--- src/rtl/progress_config.svh ---
`ifndef PROGRESS_CONFIG_SVH
`define PROGRESS_CONFIG_SVH

// Bus widths
`define PROGRESS_ADDR_W 32 // Address on bus B
`define PROGRESS_SEL_W 4 // Byte lanes, one per byte of a word
`define PROGRESS_WSEL_W 4 // Write mux code, microcode bits sa27..sa24

// Address regions, compared against the top bits of B
`define PROGRESS_IO_REGION 2'b01 // 0x4xxxxxxx to 0x7xxxxxxx is I/O
`define PROGRESS_CTRLREG_NIBBLE 4'b0010 // 0x2xxxxxxx holds the control registers

// Write mux codes that narrow the byte selects
`define PROGRESS_WSEL_HALF 4'b0001 // Halfword store
`define PROGRESS_WSEL_BYTE 4'b0010 // Byte store

`endif

--- src/rtl/progress_pkg.sv ---
`include "progress_config.svh"

package progress_pkg;

   // Address as seen on bus B
   typedef logic [`PROGRESS_ADDR_W-1:0] addr_t;

   // Byte lane vector, active high in SEL_O and active low in bmask
   typedef logic [`PROGRESS_SEL_W-1:0] sel_t;

   // Write mux code taken from the microcode word
   typedef logic [`PROGRESS_WSEL_W-1:0] wsel_t;

   // Acknowledge qualifier states
   // ACK_HELD is entered once ACK_I shows up with no strobe pending,
   // which is how a zero wait state slave with a tied ACK looks
   typedef enum logic {
      ACK_NORMAL = 1'b0, // ACK_I is honoured together with STB_O
      ACK_HELD   = 1'b1  // ACK_I disregarded, STB_O acts as its own ack
   } ack_state_e;

endpackage

--- src/rtl/bus_status_if.sv ---
`timescale 1ns/100ps

// Bus status shared by the strobe, ack, write enable and microcode blocks
interface bus_status_if;

   logic stb; // I/O strobe, STB_O
   logic sram_stb; // SRAM strobe
   logic q_ack; // Qualified I/O acknowledge
   logic we; // Write enable, WE_O
   logic badalign; // Misaligned word store or core halted

   // Strobe registers and alignment check
   modport strobe (output stb, output sram_stb, output badalign, input q_ack);

   // Acknowledge qualifier needs the I/O strobe only
   modport ack (output q_ack, input stb);

   // Write enable registers
   modport wr (output we, input badalign);

   // Microcode stall logic watches the transfer state
   modport prog (input stb, input sram_stb, input we);

endinterface

--- src/rtl/byte_select.sv ---
`timescale 1ns/100ps

`include "progress_config.svh"

// Byte selects for stores to SRAM, I/O and the register RAM
module byte_select (
   input  logic                clk,
   input  logic                RST_I,
   input  logic                sa41, // Latch byte selects
   input  progress_pkg::wsel_t wsel, // Store size from the write mux code
   input  logic [1:0]          adr_lo, // B[1:0]
   output progress_pkg::sel_t  SEL_O, // Active high byte selects
   output progress_pkg::sel_t  bmask // Same lanes, active low, for the register RAM
);

   progress_pkg::sel_t sel_d; // Decoded lanes, combinational

   always_comb begin
      sel_d = '1; // Word access by default
      case (wsel)
         `PROGRESS_WSEL_HALF: begin
            case (adr_lo)
               2'b00:   sel_d = 4'b0011; // Lower halfword
               2'b10:   sel_d = 4'b1100; // Upper halfword
               default: sel_d = '1; // Odd halfword address falls back to a word
            endcase
         end
         `PROGRESS_WSEL_BYTE: begin
            case (adr_lo)
               2'b00:   sel_d = 4'b0001;
               2'b01:   sel_d = 4'b0010;
               2'b10:   sel_d = 4'b0100;
               default: sel_d = 4'b1000;
            endcase
         end
         default: sel_d = '1;
      endcase
   end

   // Both copies load together so they never disagree
   always_ff @(posedge clk) begin
      if (RST_I) begin
         SEL_O <= '0; // No lanes selected
         bmask <= '1; // All lanes masked
      end else if (sa41) begin
         SEL_O <= sel_d;
         bmask <= ~sel_d;
      end
   end

endmodule

--- src/rtl/bus_strobe.sv ---
`timescale 1ns/100ps

`include "progress_config.svh"

// STB_O and sram_stb generation
// A strobe is raised the edge after sa42 and held until acknowledged
module bus_strobe (
   input  logic                clk,
   input  logic                RST_I,
   input  logic                corerunning, // No bus activity while halted
   input  logic                sa30, // Word store, must be word aligned
   input  logic                sa42, // Request a strobe
   input  logic                buserror, // Abort any transfer in flight
   input  logic                sram_ack, // SRAM acknowledge
   input  progress_pkg::addr_t adr, // Address on B
   bus_status_if.strobe        bus
);

   logic badalign;
   logic io_region; // Top two bits select I/O
   logic sram_region; // Top bit selects SRAM
   logic io_req;
   logic sram_req;
   logic stb_q;
   logic sram_stb_q;

   // A halfword store is not checked here, its address is settled earlier
   assign badalign = ~corerunning | (sa30 & (adr[1] | adr[0]));

   assign io_region   = adr[`PROGRESS_ADDR_W-1 -: 2] == `PROGRESS_IO_REGION;
   assign sram_region = adr[`PROGRESS_ADDR_W-1];

   assign io_req   = sa42 & io_region & ~badalign;
   assign sram_req = sa42 & sram_region & ~badalign;

   always_ff @(posedge clk) begin
      if (RST_I | buserror) begin
         stb_q      <= 1'b0;
         sram_stb_q <= 1'b0;
      end else begin
         // Set on request, hold until the matching ack is seen at an edge
         stb_q      <= io_req | (stb_q & ~bus.q_ack);
         sram_stb_q <= sram_req | (sram_stb_q & ~sram_ack);
      end
   end

   assign bus.stb      = stb_q;
   assign bus.sram_stb = sram_stb_q;
   assign bus.badalign = badalign; // Write enables apply the same refusal

endmodule

--- src/rtl/ack_qualifier.sv ---
`timescale 1ns/100ps

// Qualified acknowledge for the I/O bus
// A slave may keep ACK asserted when it is alone on the bus and has no
// wait states. Once ACK_I is seen without a strobe, ACK_I is ignored and
// each strobe acknowledges itself until ACK_I drops again.
module ack_qualifier (
   input  logic         clk,
   input  logic         RST_I,
   input  logic         ACK_I, // Acknowledge from the I/O device
   input  logic         sysregack, // Acknowledge from the system registers
   bus_status_if.ack    bus
);

   progress_pkg::ack_state_e state_q;
   progress_pkg::ack_state_e state_d;
   logic                     q_ack;

   always_comb begin
      state_d = state_q;
      q_ack   = sysregack; // System registers always acknowledge directly
      case (state_q)
         progress_pkg::ACK_NORMAL: begin
            q_ack = sysregack | (ACK_I & bus.stb);
            if (ACK_I & ~bus.stb) begin
               state_d = progress_pkg::ACK_HELD; // Stray ACK, assume a held one
            end
         end
         progress_pkg::ACK_HELD: begin
            q_ack = sysregack | bus.stb; // Zero wait state slave
            if (!ACK_I) begin
               state_d = progress_pkg::ACK_NORMAL; // ACK released, trust it again
            end
         end
         default: begin
            state_d = progress_pkg::ACK_NORMAL;
         end
      endcase
   end

   always_ff @(posedge clk) begin
      if (RST_I) begin
         state_q <= progress_pkg::ACK_NORMAL;
      end else begin
         state_q <= state_d;
      end
   end

   assign bus.q_ack = q_ack; // Combinational, ends STB_O in the same cycle

endmodule

--- src/rtl/write_enable.sv ---
`timescale 1ns/100ps

`include "progress_config.svh"

// WE_O and ctrlreg_we
// Loaded on sa43, cleared when the microcode drops sa14 at the end of a store
module write_enable (
   input  logic                clk,
   input  logic                RST_I,
   input  logic                sa14, // Low ends the store
   input  logic                sa43, // Possibly start a write
   input  logic                buserror,
   input  progress_pkg::addr_t adr, // Address on B
   bus_status_if.wr            bus,
   output logic                ctrlreg_we // Write to control registers in register RAM space
);

   logic clr; // Clear wins over load
   logic we_d;
   logic ctrlreg_we_d;
   logic we_q;

   assign clr = ~sa14 | RST_I | buserror;

   // SRAM or I/O, anything with one of the two top bits set
   assign we_d = (adr[`PROGRESS_ADDR_W-1] | adr[`PROGRESS_ADDR_W-2]) & ~bus.badalign;

   // 0x2xxxxxxx
   assign ctrlreg_we_d = (adr[`PROGRESS_ADDR_W-1 -: 4] == `PROGRESS_CTRLREG_NIBBLE)
                         & ~bus.badalign;

   always_ff @(posedge clk) begin
      if (clr) begin
         we_q       <= 1'b0;
         ctrlreg_we <= 1'b0;
      end else if (sa43) begin
         we_q       <= we_d;
         ctrlreg_we <= ctrlreg_we_d;
      end
   end

   assign bus.we = we_q;

endmodule

--- src/rtl/ucode_progress.sv ---
`timescale 1ns/100ps

// Stall logic for the microcode sequencer, Q register and register RAM
module ucode_progress (
   input  logic          corerunning, // Block register writes before the core starts
   input  logic          sa15, // Part of the Q enable
   input  logic          sa32, // Part of the Q enable, read input
   input  logic          sa33, // Repeat shift until the shift count is zero
   input  logic          sa41, // Byte select setup cycle, no register write
   input  logic          lastshift,
   input  logic          rlastshift, // Registered lastshift
   input  logic          buserror, // Forces forward progress
   bus_status_if.prog    bus,
   output logic          enaQ, // Q samples the ALU
   output logic          progress_ucode, // Microcode may advance
   output logic          iwe // Register RAM write enable
);

   logic busy; // A transfer is waiting for its ack
   logic shift_done;
   logic avoid_iwe;

   assign busy = bus.stb | bus.sram_stb;

   // Not in a shift loop, or the loop is on its last step
   assign shift_done = ~sa33 | lastshift | rlastshift;

   assign enaQ = (sa15 | sa32) & ~lastshift & ~busy;

   // A bus error must never leave the sequencer stuck
   assign progress_ucode = (shift_done & ~busy) | buserror;

   // External writes and zero length shifts must not touch the register RAM
   assign avoid_iwe = sa41 | bus.we | rlastshift;
   assign iwe       = corerunning & ~avoid_iwe;

endmodule

--- src/rtl/progress_ctrl.sv ---
`timescale 1ns/100ps

// Bus progress controller of the serial core
module progress_ctrl (
   input  logic        clk,
   input  logic        RST_I,
   input  logic        corerunning,
   input  logic        ACK_I, // I/O acknowledge
   input  logic        sram_ack, // SRAM acknowledge
   input  logic        sysregack, // System register acknowledge
   input  logic        buserror,
   input  logic        sa14, // Needed to end a write
   input  logic        sa15, // Q enable
   input  logic        sa30, // Word store
   input  logic        sa32, // Q enable, read input
   input  logic        sa33, // Shift loop
   input  logic        sa41, // Latch byte selects
   input  logic        sa42, // Strobe request
   input  logic        sa43, // Write request
   input  logic        lastshift,
   input  logic        rlastshift,
   input  logic [3:0]  wsel, // sa27..sa24
   input  logic [31:0] B, // Address
   output logic [3:0]  SEL_O,
   output logic [3:0]  bmask,
   output logic        iwe,
   output logic        ctrlreg_we,
   output logic        WE_O,
   output logic        STB_O,
   output logic        sram_stb,
   output logic        enaQ,
   output logic        progress_ucode,
   output logic        qACK
);

   bus_status_if bus0 ();

   byte_select u_byte_select (
      .clk    (clk),
      .RST_I  (RST_I),
      .sa41   (sa41),
      .wsel   (wsel),
      .adr_lo (B[1:0]),
      .SEL_O  (SEL_O),
      .bmask  (bmask)
   );

   bus_strobe u_bus_strobe (
      .clk         (clk),
      .RST_I       (RST_I),
      .corerunning (corerunning),
      .sa30        (sa30),
      .sa42        (sa42),
      .buserror    (buserror),
      .sram_ack    (sram_ack),
      .adr         (B),
      .bus         (bus0.strobe)
   );

   ack_qualifier u_ack_qualifier (
      .clk       (clk),
      .RST_I     (RST_I),
      .ACK_I     (ACK_I),
      .sysregack (sysregack),
      .bus       (bus0.ack)
   );

   write_enable u_write_enable (
      .clk        (clk),
      .RST_I      (RST_I),
      .sa14       (sa14),
      .sa43       (sa43),
      .buserror   (buserror),
      .adr        (B),
      .bus        (bus0.wr),
      .ctrlreg_we (ctrlreg_we)
   );

   ucode_progress u_ucode_progress (
      .corerunning    (corerunning),
      .sa15           (sa15),
      .sa32           (sa32),
      .sa33           (sa33),
      .sa41           (sa41),
      .lastshift      (lastshift),
      .rlastshift     (rlastshift),
      .buserror       (buserror),
      .bus            (bus0.prog),
      .enaQ           (enaQ),
      .progress_ucode (progress_ucode),
      .iwe            (iwe)
   );

   // Bus status out to the pins
   assign STB_O    = bus0.stb;
   assign sram_stb = bus0.sram_stb;
   assign WE_O     = bus0.we;
   assign qACK     = bus0.q_ack;

endmodule

--- config.mk ---
export PLATFORM = sky130hd
export DESIGN_NAME = progress_ctrl
export DESIGN_NICKNAME = d
export VERILOG_FILES = /design/src/rtl/progress_pkg.sv /design/src/rtl/bus_status_if.sv /design/src/rtl/byte_select.sv /design/src/rtl/bus_strobe.sv /design/src/rtl/ack_qualifier.sv /design/src/rtl/write_enable.sv /design/src/rtl/ucode_progress.sv /design/src/rtl/progress_ctrl.sv
export VERILOG_INCLUDE_DIRS = /design/src /design/src/rtl
export SDC_FILE = /design/constraint.sdc
export NUM_CORES = 1
export LEC_CHECK = 0
export ABC_AREA = 1
export BUFFER_PORTS_ARGS = -buffer_cell sky130_fd_sc_hd__buf_4
export CAP_MARGIN = 20
export CORE_MARGIN = 3
export CORE_UTILIZATION = 38
export CTS_CLUSTER_SIZE = 16
export DETAILED_ROUTE_END_ITERATION = 6
export PLACE_DENSITY = 0.84
export SYNTH_ARGS = -nofsm -noshare
export SYNTH_HDL_FRONTEND = slang
export SYNTH_SLANG_ARGS = --single-unit
--- constraint.sdc ---
create_clock -name clk -period 1.5 [get_ports clk]
set_input_delay 0.225 -clock clk [delete_from_list [all_inputs] [get_ports clk]]
set_output_delay 0.225 -clock clk [all_outputs]
set_load 0.1 [all_outputs]
## After elaboration in Yosys (flattened, before gate mapping)

Cells that the tools add are included.

| cells by class | value |
|---|---|
| reduce and logical (&&, ||, !) cells | 1 |
| equal/unequal tests | 6 |
| bitwise operators | 44 |
| muxes and demuxes | 7 |

Operators with widths:

| kind | number |
|---|---|
| $or A1 B1 Y1 | 17 |
| $pmux W4 S2 | 2 |
| $and A1 B1 Y1 | 15 |
| $pmux W4 S3 | 1 |
| $not A1 Y1 | 11 |
| $eq A4 B2 Y1 const B | 2 |
| $eq A2 B1 Y1 const B | 2 |
| $eq A4 B1 Y1 const B | 1 |
| $not A4 Y4 | 1 |
| $pmux W1 S2 | 2 |
| $eq A2 B2 Y1 const B | 1 |
| $logic_not A2 Y1 | 1 |
| $mux W1 | 2 |

| word-level totals | value |
|---|---|
| register bits after elaboration | 13 |
| logic and storage cells | 65 |

## Logic depth before layout (Yosys ltp)

Gate-level depths: netlist (run 1).

| depth | value |
|---|---|
| depth in word-level cells | 6 |
| depth in mapped cells | 8 |

## By module

A second synthesis (run 1) with hierarchy kept.

| unflattened totals | value |
|---|---|
| cells, all modules | 114 |
| area, all modules | 748.2 sq um |

Modules (own cells, without submodules):

| module | area an instance (sq um) | instances | seq. area each (sq um) | cells an instance |
|---|---|---|---|---|
| byte_select | 422.9 | 1 | 160.2 | 61 |
| bus_strobe | 116.4 | 1 | 40.0 | 19 |
| write_enable | 103.8 | 1 | 40.0 | 15 |
| ack_qualifier | 52.6 | 1 | 20.0 | 8 |
| ucode_progress | 52.6 | 1 | 0.0 | 11 |

## Least setup slack after synthesis (run 1)

OpenSTA, ideal clock, no wires.

| path | value |
|---|---|
| kind | reg2out |
| start point | register u_bus_strobe.stb_q (netlist: u_bus_strobe.bus.stb) |
| end point | output enaQ |
| cell stages (with the launch flop) | 2 |
| setup slack | -2.442 ns |
| arrival time | 3.717 ns |
| buffers on the path | 0 |
| path through | dfxtp_1 -> nor4_1 |

| on the way | value |
|---|---|
| word-level cells in the longest chain between the ends | 3 |

RTL lines:

| element | line | source |
|---|---|---|
| start: declaration | bus_strobe.sv:24 | `logic stb_q;` |
| start signal: assignment | bus_strobe.sv:42 | `stb_q <= io_req \| (stb_q & ~bus.q_ack);` |
| $or A1 B1 Y1 | ucode_progress.sv:23 | `assign busy = bus.stb \| bus.sram_stb;` |
| $not A1 Y1 | ucode_progress.sv:28 | `assign enaQ = (sa15 \| sa32) & ~lastshift & ~busy;` |
| $and A1 B1 Y1 | ucode_progress.sv:28 |  |
| end: declaration | progress_ctrl.sv:31 | `output logic enaQ,` |

Every way passes these cells.

## Worst setup path after layout (run 1)

Ends and elaborated chain as after synthesis.

==> results of run 1 <==
## worst max-delay path by stage
| stage | depth (start not counted) | end | startpoint |
|---|---|---|---|
| after floorplan | 1 | enaQ | u_bus_strobe.bus.stb$_SDFF_PP0_ |
| after global placement | 4 | progress_ucode | lastshift |
| after detailed placement | 4 | progress_ucode | sa33 |
| after CTS | 2 | enaQ | u_bus_strobe.bus.stb$_SDFF_PP0_ |
| after global routing | 2 | enaQ | u_bus_strobe.bus.stb$_SDFF_PP0_ |
| final | 2 | enaQ | u_bus_strobe.bus.stb$_SDFF_PP0_ |
## per-layer routing
layer | GRT usage | part of all wire | vias up
met2 | 0.283 | 0.45 | 40
met4 | 0.0427 | 0.0067 | 0
met1 | 0.196 | 0.43 | 342
li1 | - | - | 421
met5 | 0 | 0 | -
met3 | 0.0765 | 0.11 | 2
## cells in the final DEF (no fill, tap or decap), drive strengths merged
cell,netlist,routed
buf,1,42
nand2,22,22
nand3,16,16
inv,14,14
nor2,13,13
dfxtp,13,13
a21oi,8,8
o21ai,4,4
nand4,4,4
clkbuf,0,4
nor4,2,2
nor3b,1,1
o31ai,1,1
clkinv,1,1
## cells by family (layout without fill, tap and decap cells)
group,count (synthesis),in the layout
simple gates,58,58
buf+inv,16,61
compound gates,13,13
flops,13,13
## critical path, cell delays in order (launching register included)
cell and delay [ps]:
dfxtp_4 380, nor4_4 260, buf_4 320
## area by class of cell
cell class | count | area, um2 | share of cell area
repair buffers | 42 | 315 | 0.280
clock buffers | 4 | 26.3 | 0.0234
multi-input cells | 71 | 425 | 0.378
flip-flops and latches | 13 | 272 | 0.241
inverters | 15 | 56.3 | 0.0501
well taps | 24 | 30.0 | 0.0267
## through the flow
step	cells	utilization	TNS [ps]	setup slack (ps)	instance area, um2
2_1_floorplan	100	-	-559	-316	768
3_3_place_gp	165	0.674	0	249	1100
3_5_place_dp	165	0.674	0	243	1100
4_1_cts	169	0.690	0	38.6	1120
5_1_grt	169	0.690	0	0.104	1120
6_report	169	0.690	0	44.0	1120
## registers in the layout, summed over array words and instances, names as in the netlist
signal	flops
u_bus_strobe.bus.sram_stb	1
u_byte_select.bmask	4
u_write_enable.bus.we	1
u_ack_qualifier.state_q	1
u_bus_strobe.bus.stb	1
u_byte_select.SEL_O	4
u_write_enable.ctrlreg_we	1
## where the power goes
part | internal (uW) | switching [uW] | total [uW]
Combinational | 108 | 264 | 372
Clock | 103 | 108 | 211
Sequential | 360 | 11.9 | 372
==> flow_metrics.env, run 1 <==
export IMPL_worst_pin_slew_ps=363
export IMPL_cts_max_path_buffers=2
export IMPL_num_antenna_cells=0
export IMPL_area_growth_syn_to_layout_pct=59.1
export IMPL_totalWireLength_um=1940
export IMPL_die_w_um=49.1
export IMPL_ys_warn_count=0
export IMPL_hold_ws_ps=115
export IMPL_gp_congestion=0.820
export IMPL_first_pass_iters=4
export IMPL_synth_most_common_cell="nand2_1"
export IMPL_avgSynthCellArea_um2=7.07
export IMPL_hold_buffers=0
export IMPL_path_class="reg2out"
export IMPL_grt_overflow=0
export IMPL_status="complete, no violations"
export IMPL_hold_path_class="in2reg"
export IMPL_layout_min_cycle_time_ps=1460
export IMPL_grt_max_degree=11
export IMPL_worstPathMaxFanout=6
export IMPL_yosysTopAreaCell="dfxtp_1"
export IMPL_tritoncts="done"
export IMPL_ys_seq_area_frac=0.368
export IMPL_syn_area_um2=707
export IMPL_io_buffers=42
export IMPL_drive_gt1_frac=0.455
export IMPL_start_util=0.434
export IMPL_synth_compound_area_frac=0.101
export IMPL_r2r_slack_ps=600
export IMPL_cap_violations=0
export IMPL_num_vias=805
export IMPL_grt_pass1_vias=770
export IMPL_hold_violations=0
export IMPL_die_area_um2=2410
export IMPL_grt_pass1_wl_um=3280
export IMPL_fin_nets=199
export IMPL_synthTopCellsByArea="dfxtp_1 (37%), nand3_1 (11%), nand2_1 (9.6%), nor2_1 (5.3%), a21oi_1 (5.0%)"
export IMPL_ir_drop_v=0.000595
export IMPL_boundaryPins=69
export IMPL_grt_usage=0.170
export IMPL_synth_seq_cells=13
export IMPL_drc=0
export IMPL_postCtsSetupRepairBufs=0
export IMPL_clock_latency_ps=270
export IMPL_crit_path_start_kind="flop"
export IMPL_h_tree_depth=1
export IMPL_antenna_left=0
export IMPL_setup_viol=0
export IMPL_fmax_ghz=0.687
export IMPL_holdPathEnd="u_byte_select.SEL_O[3]$_SDFFE_PP0P_"
export IMPL_clk_pin_slew_worst_paths_ps=70
export IMPL_synth_simple_gate_area_frac=0.435
export IMPL_n_fill_cell=144
export IMPL_synth_adder_area_share=0
export IMPL_syn_num_nets=153
export IMPL_core_area_um2=1630
export IMPL_yosys_top_cells_count="nand2_1 (18), nand3_1 (15), dfxtp_1 (13), nor2_1 (10), inv_1 (9)"
export IMPL_timing_final_crit_share=0.971
export IMPL_rr_endpoint="u_bus_strobe.bus.stb$_SDFF_PP0_"
export IMPL_fin_total_pwr_uw=955
export IMPL_synth_top_flop_cell="dfxtp_1"
export IMPL_ys_types=20
export IMPL_synth_xor_area_frac=0
export IMPL_antenna_found_initial=0
export IMPL_fin_skew_ps=0.0168
export IMPL_synth_edf_count=0
export IMPL_rr_startpoint="u_ack_qualifier.state_q$_SDFF_PP0_"
export IMPL_ctsResizeCount=0
export IMPL_endpoint_kind="output port"
export IMPL_place_hpwl_um=1610
export IMPL_worstHoldPathCells=2
export IMPL_synth_area_mux_share=0
export IMPL_post_drt_via_cell_ratio=4.76
export IMPL_p_leak_uw=0.000541
export IMPL_worst_endpoint_required_ps=1270
export IMPL_ys_async_sr_fraction=0
export IMPL_drt_iter0_markers=14
export IMPL_synthCells=100
export IMPL_slew_headroom=0.757
export IMPL_synth_top_area_frac=0.368
export IMPL_hp_start="RST_I"
export IMPL_std_cell_rows=14
export IMPL_synth_top_family_by_area="simple AND/OR/NAND/NOR gates"
export IMPL_power_density_nw_per_um2=849
export IMPL_fp_dieH_um=49.1
export IMPL_rsz0062_at_grt="no"
export IMPL_cts_buffers=3
export IMPL_cts_root_buf="clkbuf_4"
export IMPL_cp_arrival_ps=1230
export IMPL_clkSinkCount=13
export IMPL_r2r_cells=3
export IMPL_drv_slew=0
export IMPL_wl_per_cell_um=11.5
No activity file was read; power rests on OpenSTA's default activity.
==> run 2, diff against run 1 <==
CELL_PAD_IN_SITES_DETAIL_PLACEMENT = 1   (was unset)
CELL_PAD_IN_SITES_GLOBAL_PLACEMENT = 2   (was unset)
CORE_UTILIZATION = 17   (was 38)
PLACE_DENSITY = unset   (was 0.84)
PLACE_DENSITY_LB_ADDON = 0.1   (was unset)
==> run 2 against run 1 <==
Effect of this change:
- clock-buffer cell count unchanged
- non-clock buffer count increased by 1
- die area increased by 110%
- worst hold slack improved by 41 ps
- critical path type unchanged
- maximum frequency increased by 2.3%
- design area increased by 5.0%
==> flow_metrics.env, run 2 (synthesis results as in run 1) <==
export IMPL_grt_use_met1=0.113
export IMPL_fin_nets=200
export IMPL_drive_gt1_frac=0.459
export IMPL_hold_path_class="in2reg"
export IMPL_max_stage_delay_ps=370
export IMPL_fp_dieH_um=70.5
export IMPL_post_drt_via_cell_ratio=4.19
export IMPL_layout_min_cycle_time_ps=1420
export IMPL_postCtsSetupRepairBufs=0
export IMPL_antenna_found_initial=0
export IMPL_hold_buffers=0
export IMPL_hold_ws_ps=156
export IMPL_grt_max_degree=11
export IMPL_grt_pass1_vias=856
export IMPL_cts_root_buf="clkbuf_8"
export IMPL_numPlacedInstances=190
export IMPL_cts_buffers=3
export IMPL_boundaryPins=69
export IMPL_clock_latency_ps=240
export IMPL_grt_overflow=0
export IMPL_crit_chain="nor4_4, buf_4"
export IMPL_path_class="reg2out"
export IMPL_timing_final_crit_share=0.948
export IMPL_dp_slack_ps=222
export IMPL_top_usage_layer="met2"
export IMPL_worst_endpoint_required_ps=1270
export IMPL_reg_largest_list="u_byte_select.SEL_O (4), u_byte_select.bmask (4)"
export IMPL_endpoint_kind="output port"
export IMPL_layoutNonFillerInstCount=194
export IMPL_worst_pin_slew_ps=358
export IMPL_io_buffers=42
export IMPL_fmax_ghz=0.703
export IMPL_mostFrequentLayoutCell="buf_4"
export IMPL_cp_arrival_ps=1200
export IMPL_design_area_um2=1180
export IMPL_cap_violations=0
export IMPL_num_vias=813
export IMPL_hold_violations=0
export IMPL_clkSinkCount=13
export IMPL_clk_pin_slew_worst_paths_ps=60
export IMPL_std_cell_rows=22
export IMPL_gp_congestion=0.729
export IMPL_core_area_um2=3830
export IMPL_drc=0
export IMPL_ir_drop_v=0.000386
export IMPL_die_area_um2=4970
export IMPL_grtUsageMet2=0.158
export IMPL_final_cell_mix="buf_4 (43), nand2_1 (17), nand3_1 (15)"
export IMPL_grt_pass1_wl_um=3840
export IMPL_power_density_nw_per_um2=899
export IMPL_drt_iter0_markers=9
export IMPL_timing_final_ws_setup_ps=77.4
export IMPL_num_antenna_cells=0
export IMPL_slew_headroom=0.761
export IMPL_grt_use_met3=0.0360
export IMPL_placed_cell_area_um2=1140
export IMPL_fin_skew_ps=0.0455
export IMPL_p_leak_uw=0.000554
export IMPL_tritoncts="done"
export IMPL_h_tree_depth=1
export IMPL_first_pass_iters=2
export IMPL_rsz0062_at_grt="no"
export IMPL_area_growth_syn_to_layout_pct=67.1
export IMPL_setup_viol=0
export IMPL_finalSetupTns_ps=0
export IMPL_grt_usage=0.0942
export IMPL_totalWireLength_um=2240
export IMPL_worstPathMaxFanout=6
export IMPL_drv_slew=0
export IMPL_ctsResizeCount=0
export IMPL_die_w_um=70.5
export IMPL_slowest_stage="dfxtp_4"
export IMPL_wl_per_cell_um=11.6
export IMPL_status="complete, no violations"
export IMPL_cts_max_path_buffers=2
export IMPL_antenna_left=0
export IMPL_crit_path_start_kind="flop"
export IMPL_start_util=0.185
export IMPL_place_hpwl_um=1920
## run 2: critical path: cells and delay by family, from the launching register on
family	cells	cell delay, ps
flops	1	370
buf+inv	1	320
simple gates	1	260
## run 2: path summary, 6_finish.rpt
path	startpoint	end	slack [ps]	cells after the start
setup / recovery	u_bus_strobe.bus.stb$_SDFF_PP0_	enaQ	80	2
hold reg to reg	u_ack_qualifier.state_q$_SDFF_PP0_	u_ack_qualifier.state_q$_SDFF_PP0_	440	2
hold / removal	RST_I	u_byte_select.SEL_O[2]$_SDFFE_PP0P_	160	2
setup reg to reg	u_ack_qualifier.state_q$_SDFF_PP0_	u_bus_strobe.bus.stb$_SDFF_PP0_	600	3
## run 2: metal layers
layer / wire, um / vias up
met5: 0 / -
met4: 0 / 0
met3: 212 / 0
met2: 1080 / 33
met1: 947 / 359
li1: - / 421
## run 2: where the power goes
group	total, uW	internal (uW)	switching, uW
Sequential	373	361	11.7
Combinational	375	110	265
Clock	314	188	127
## run 2: through the flow
stage	total power [uW]	util
2_1_floorplan	637	-
3_3_place_gp	755	0.297
3_5_place_dp	760	0.297
4_1_cts	1090	0.309
5_1_grt	1120	0.309
6_report	1060	0.309
## run 2: layout make-up
cell class,count,area [um2]
Fill cell,469,2650
Multi-Input combinational cell,71,425
Timing Repair Buffer,43,323
Sequential cell,13,272
Tap cell,48,60.1
Inverter,15,56.3
Clock buffer,4,45.0
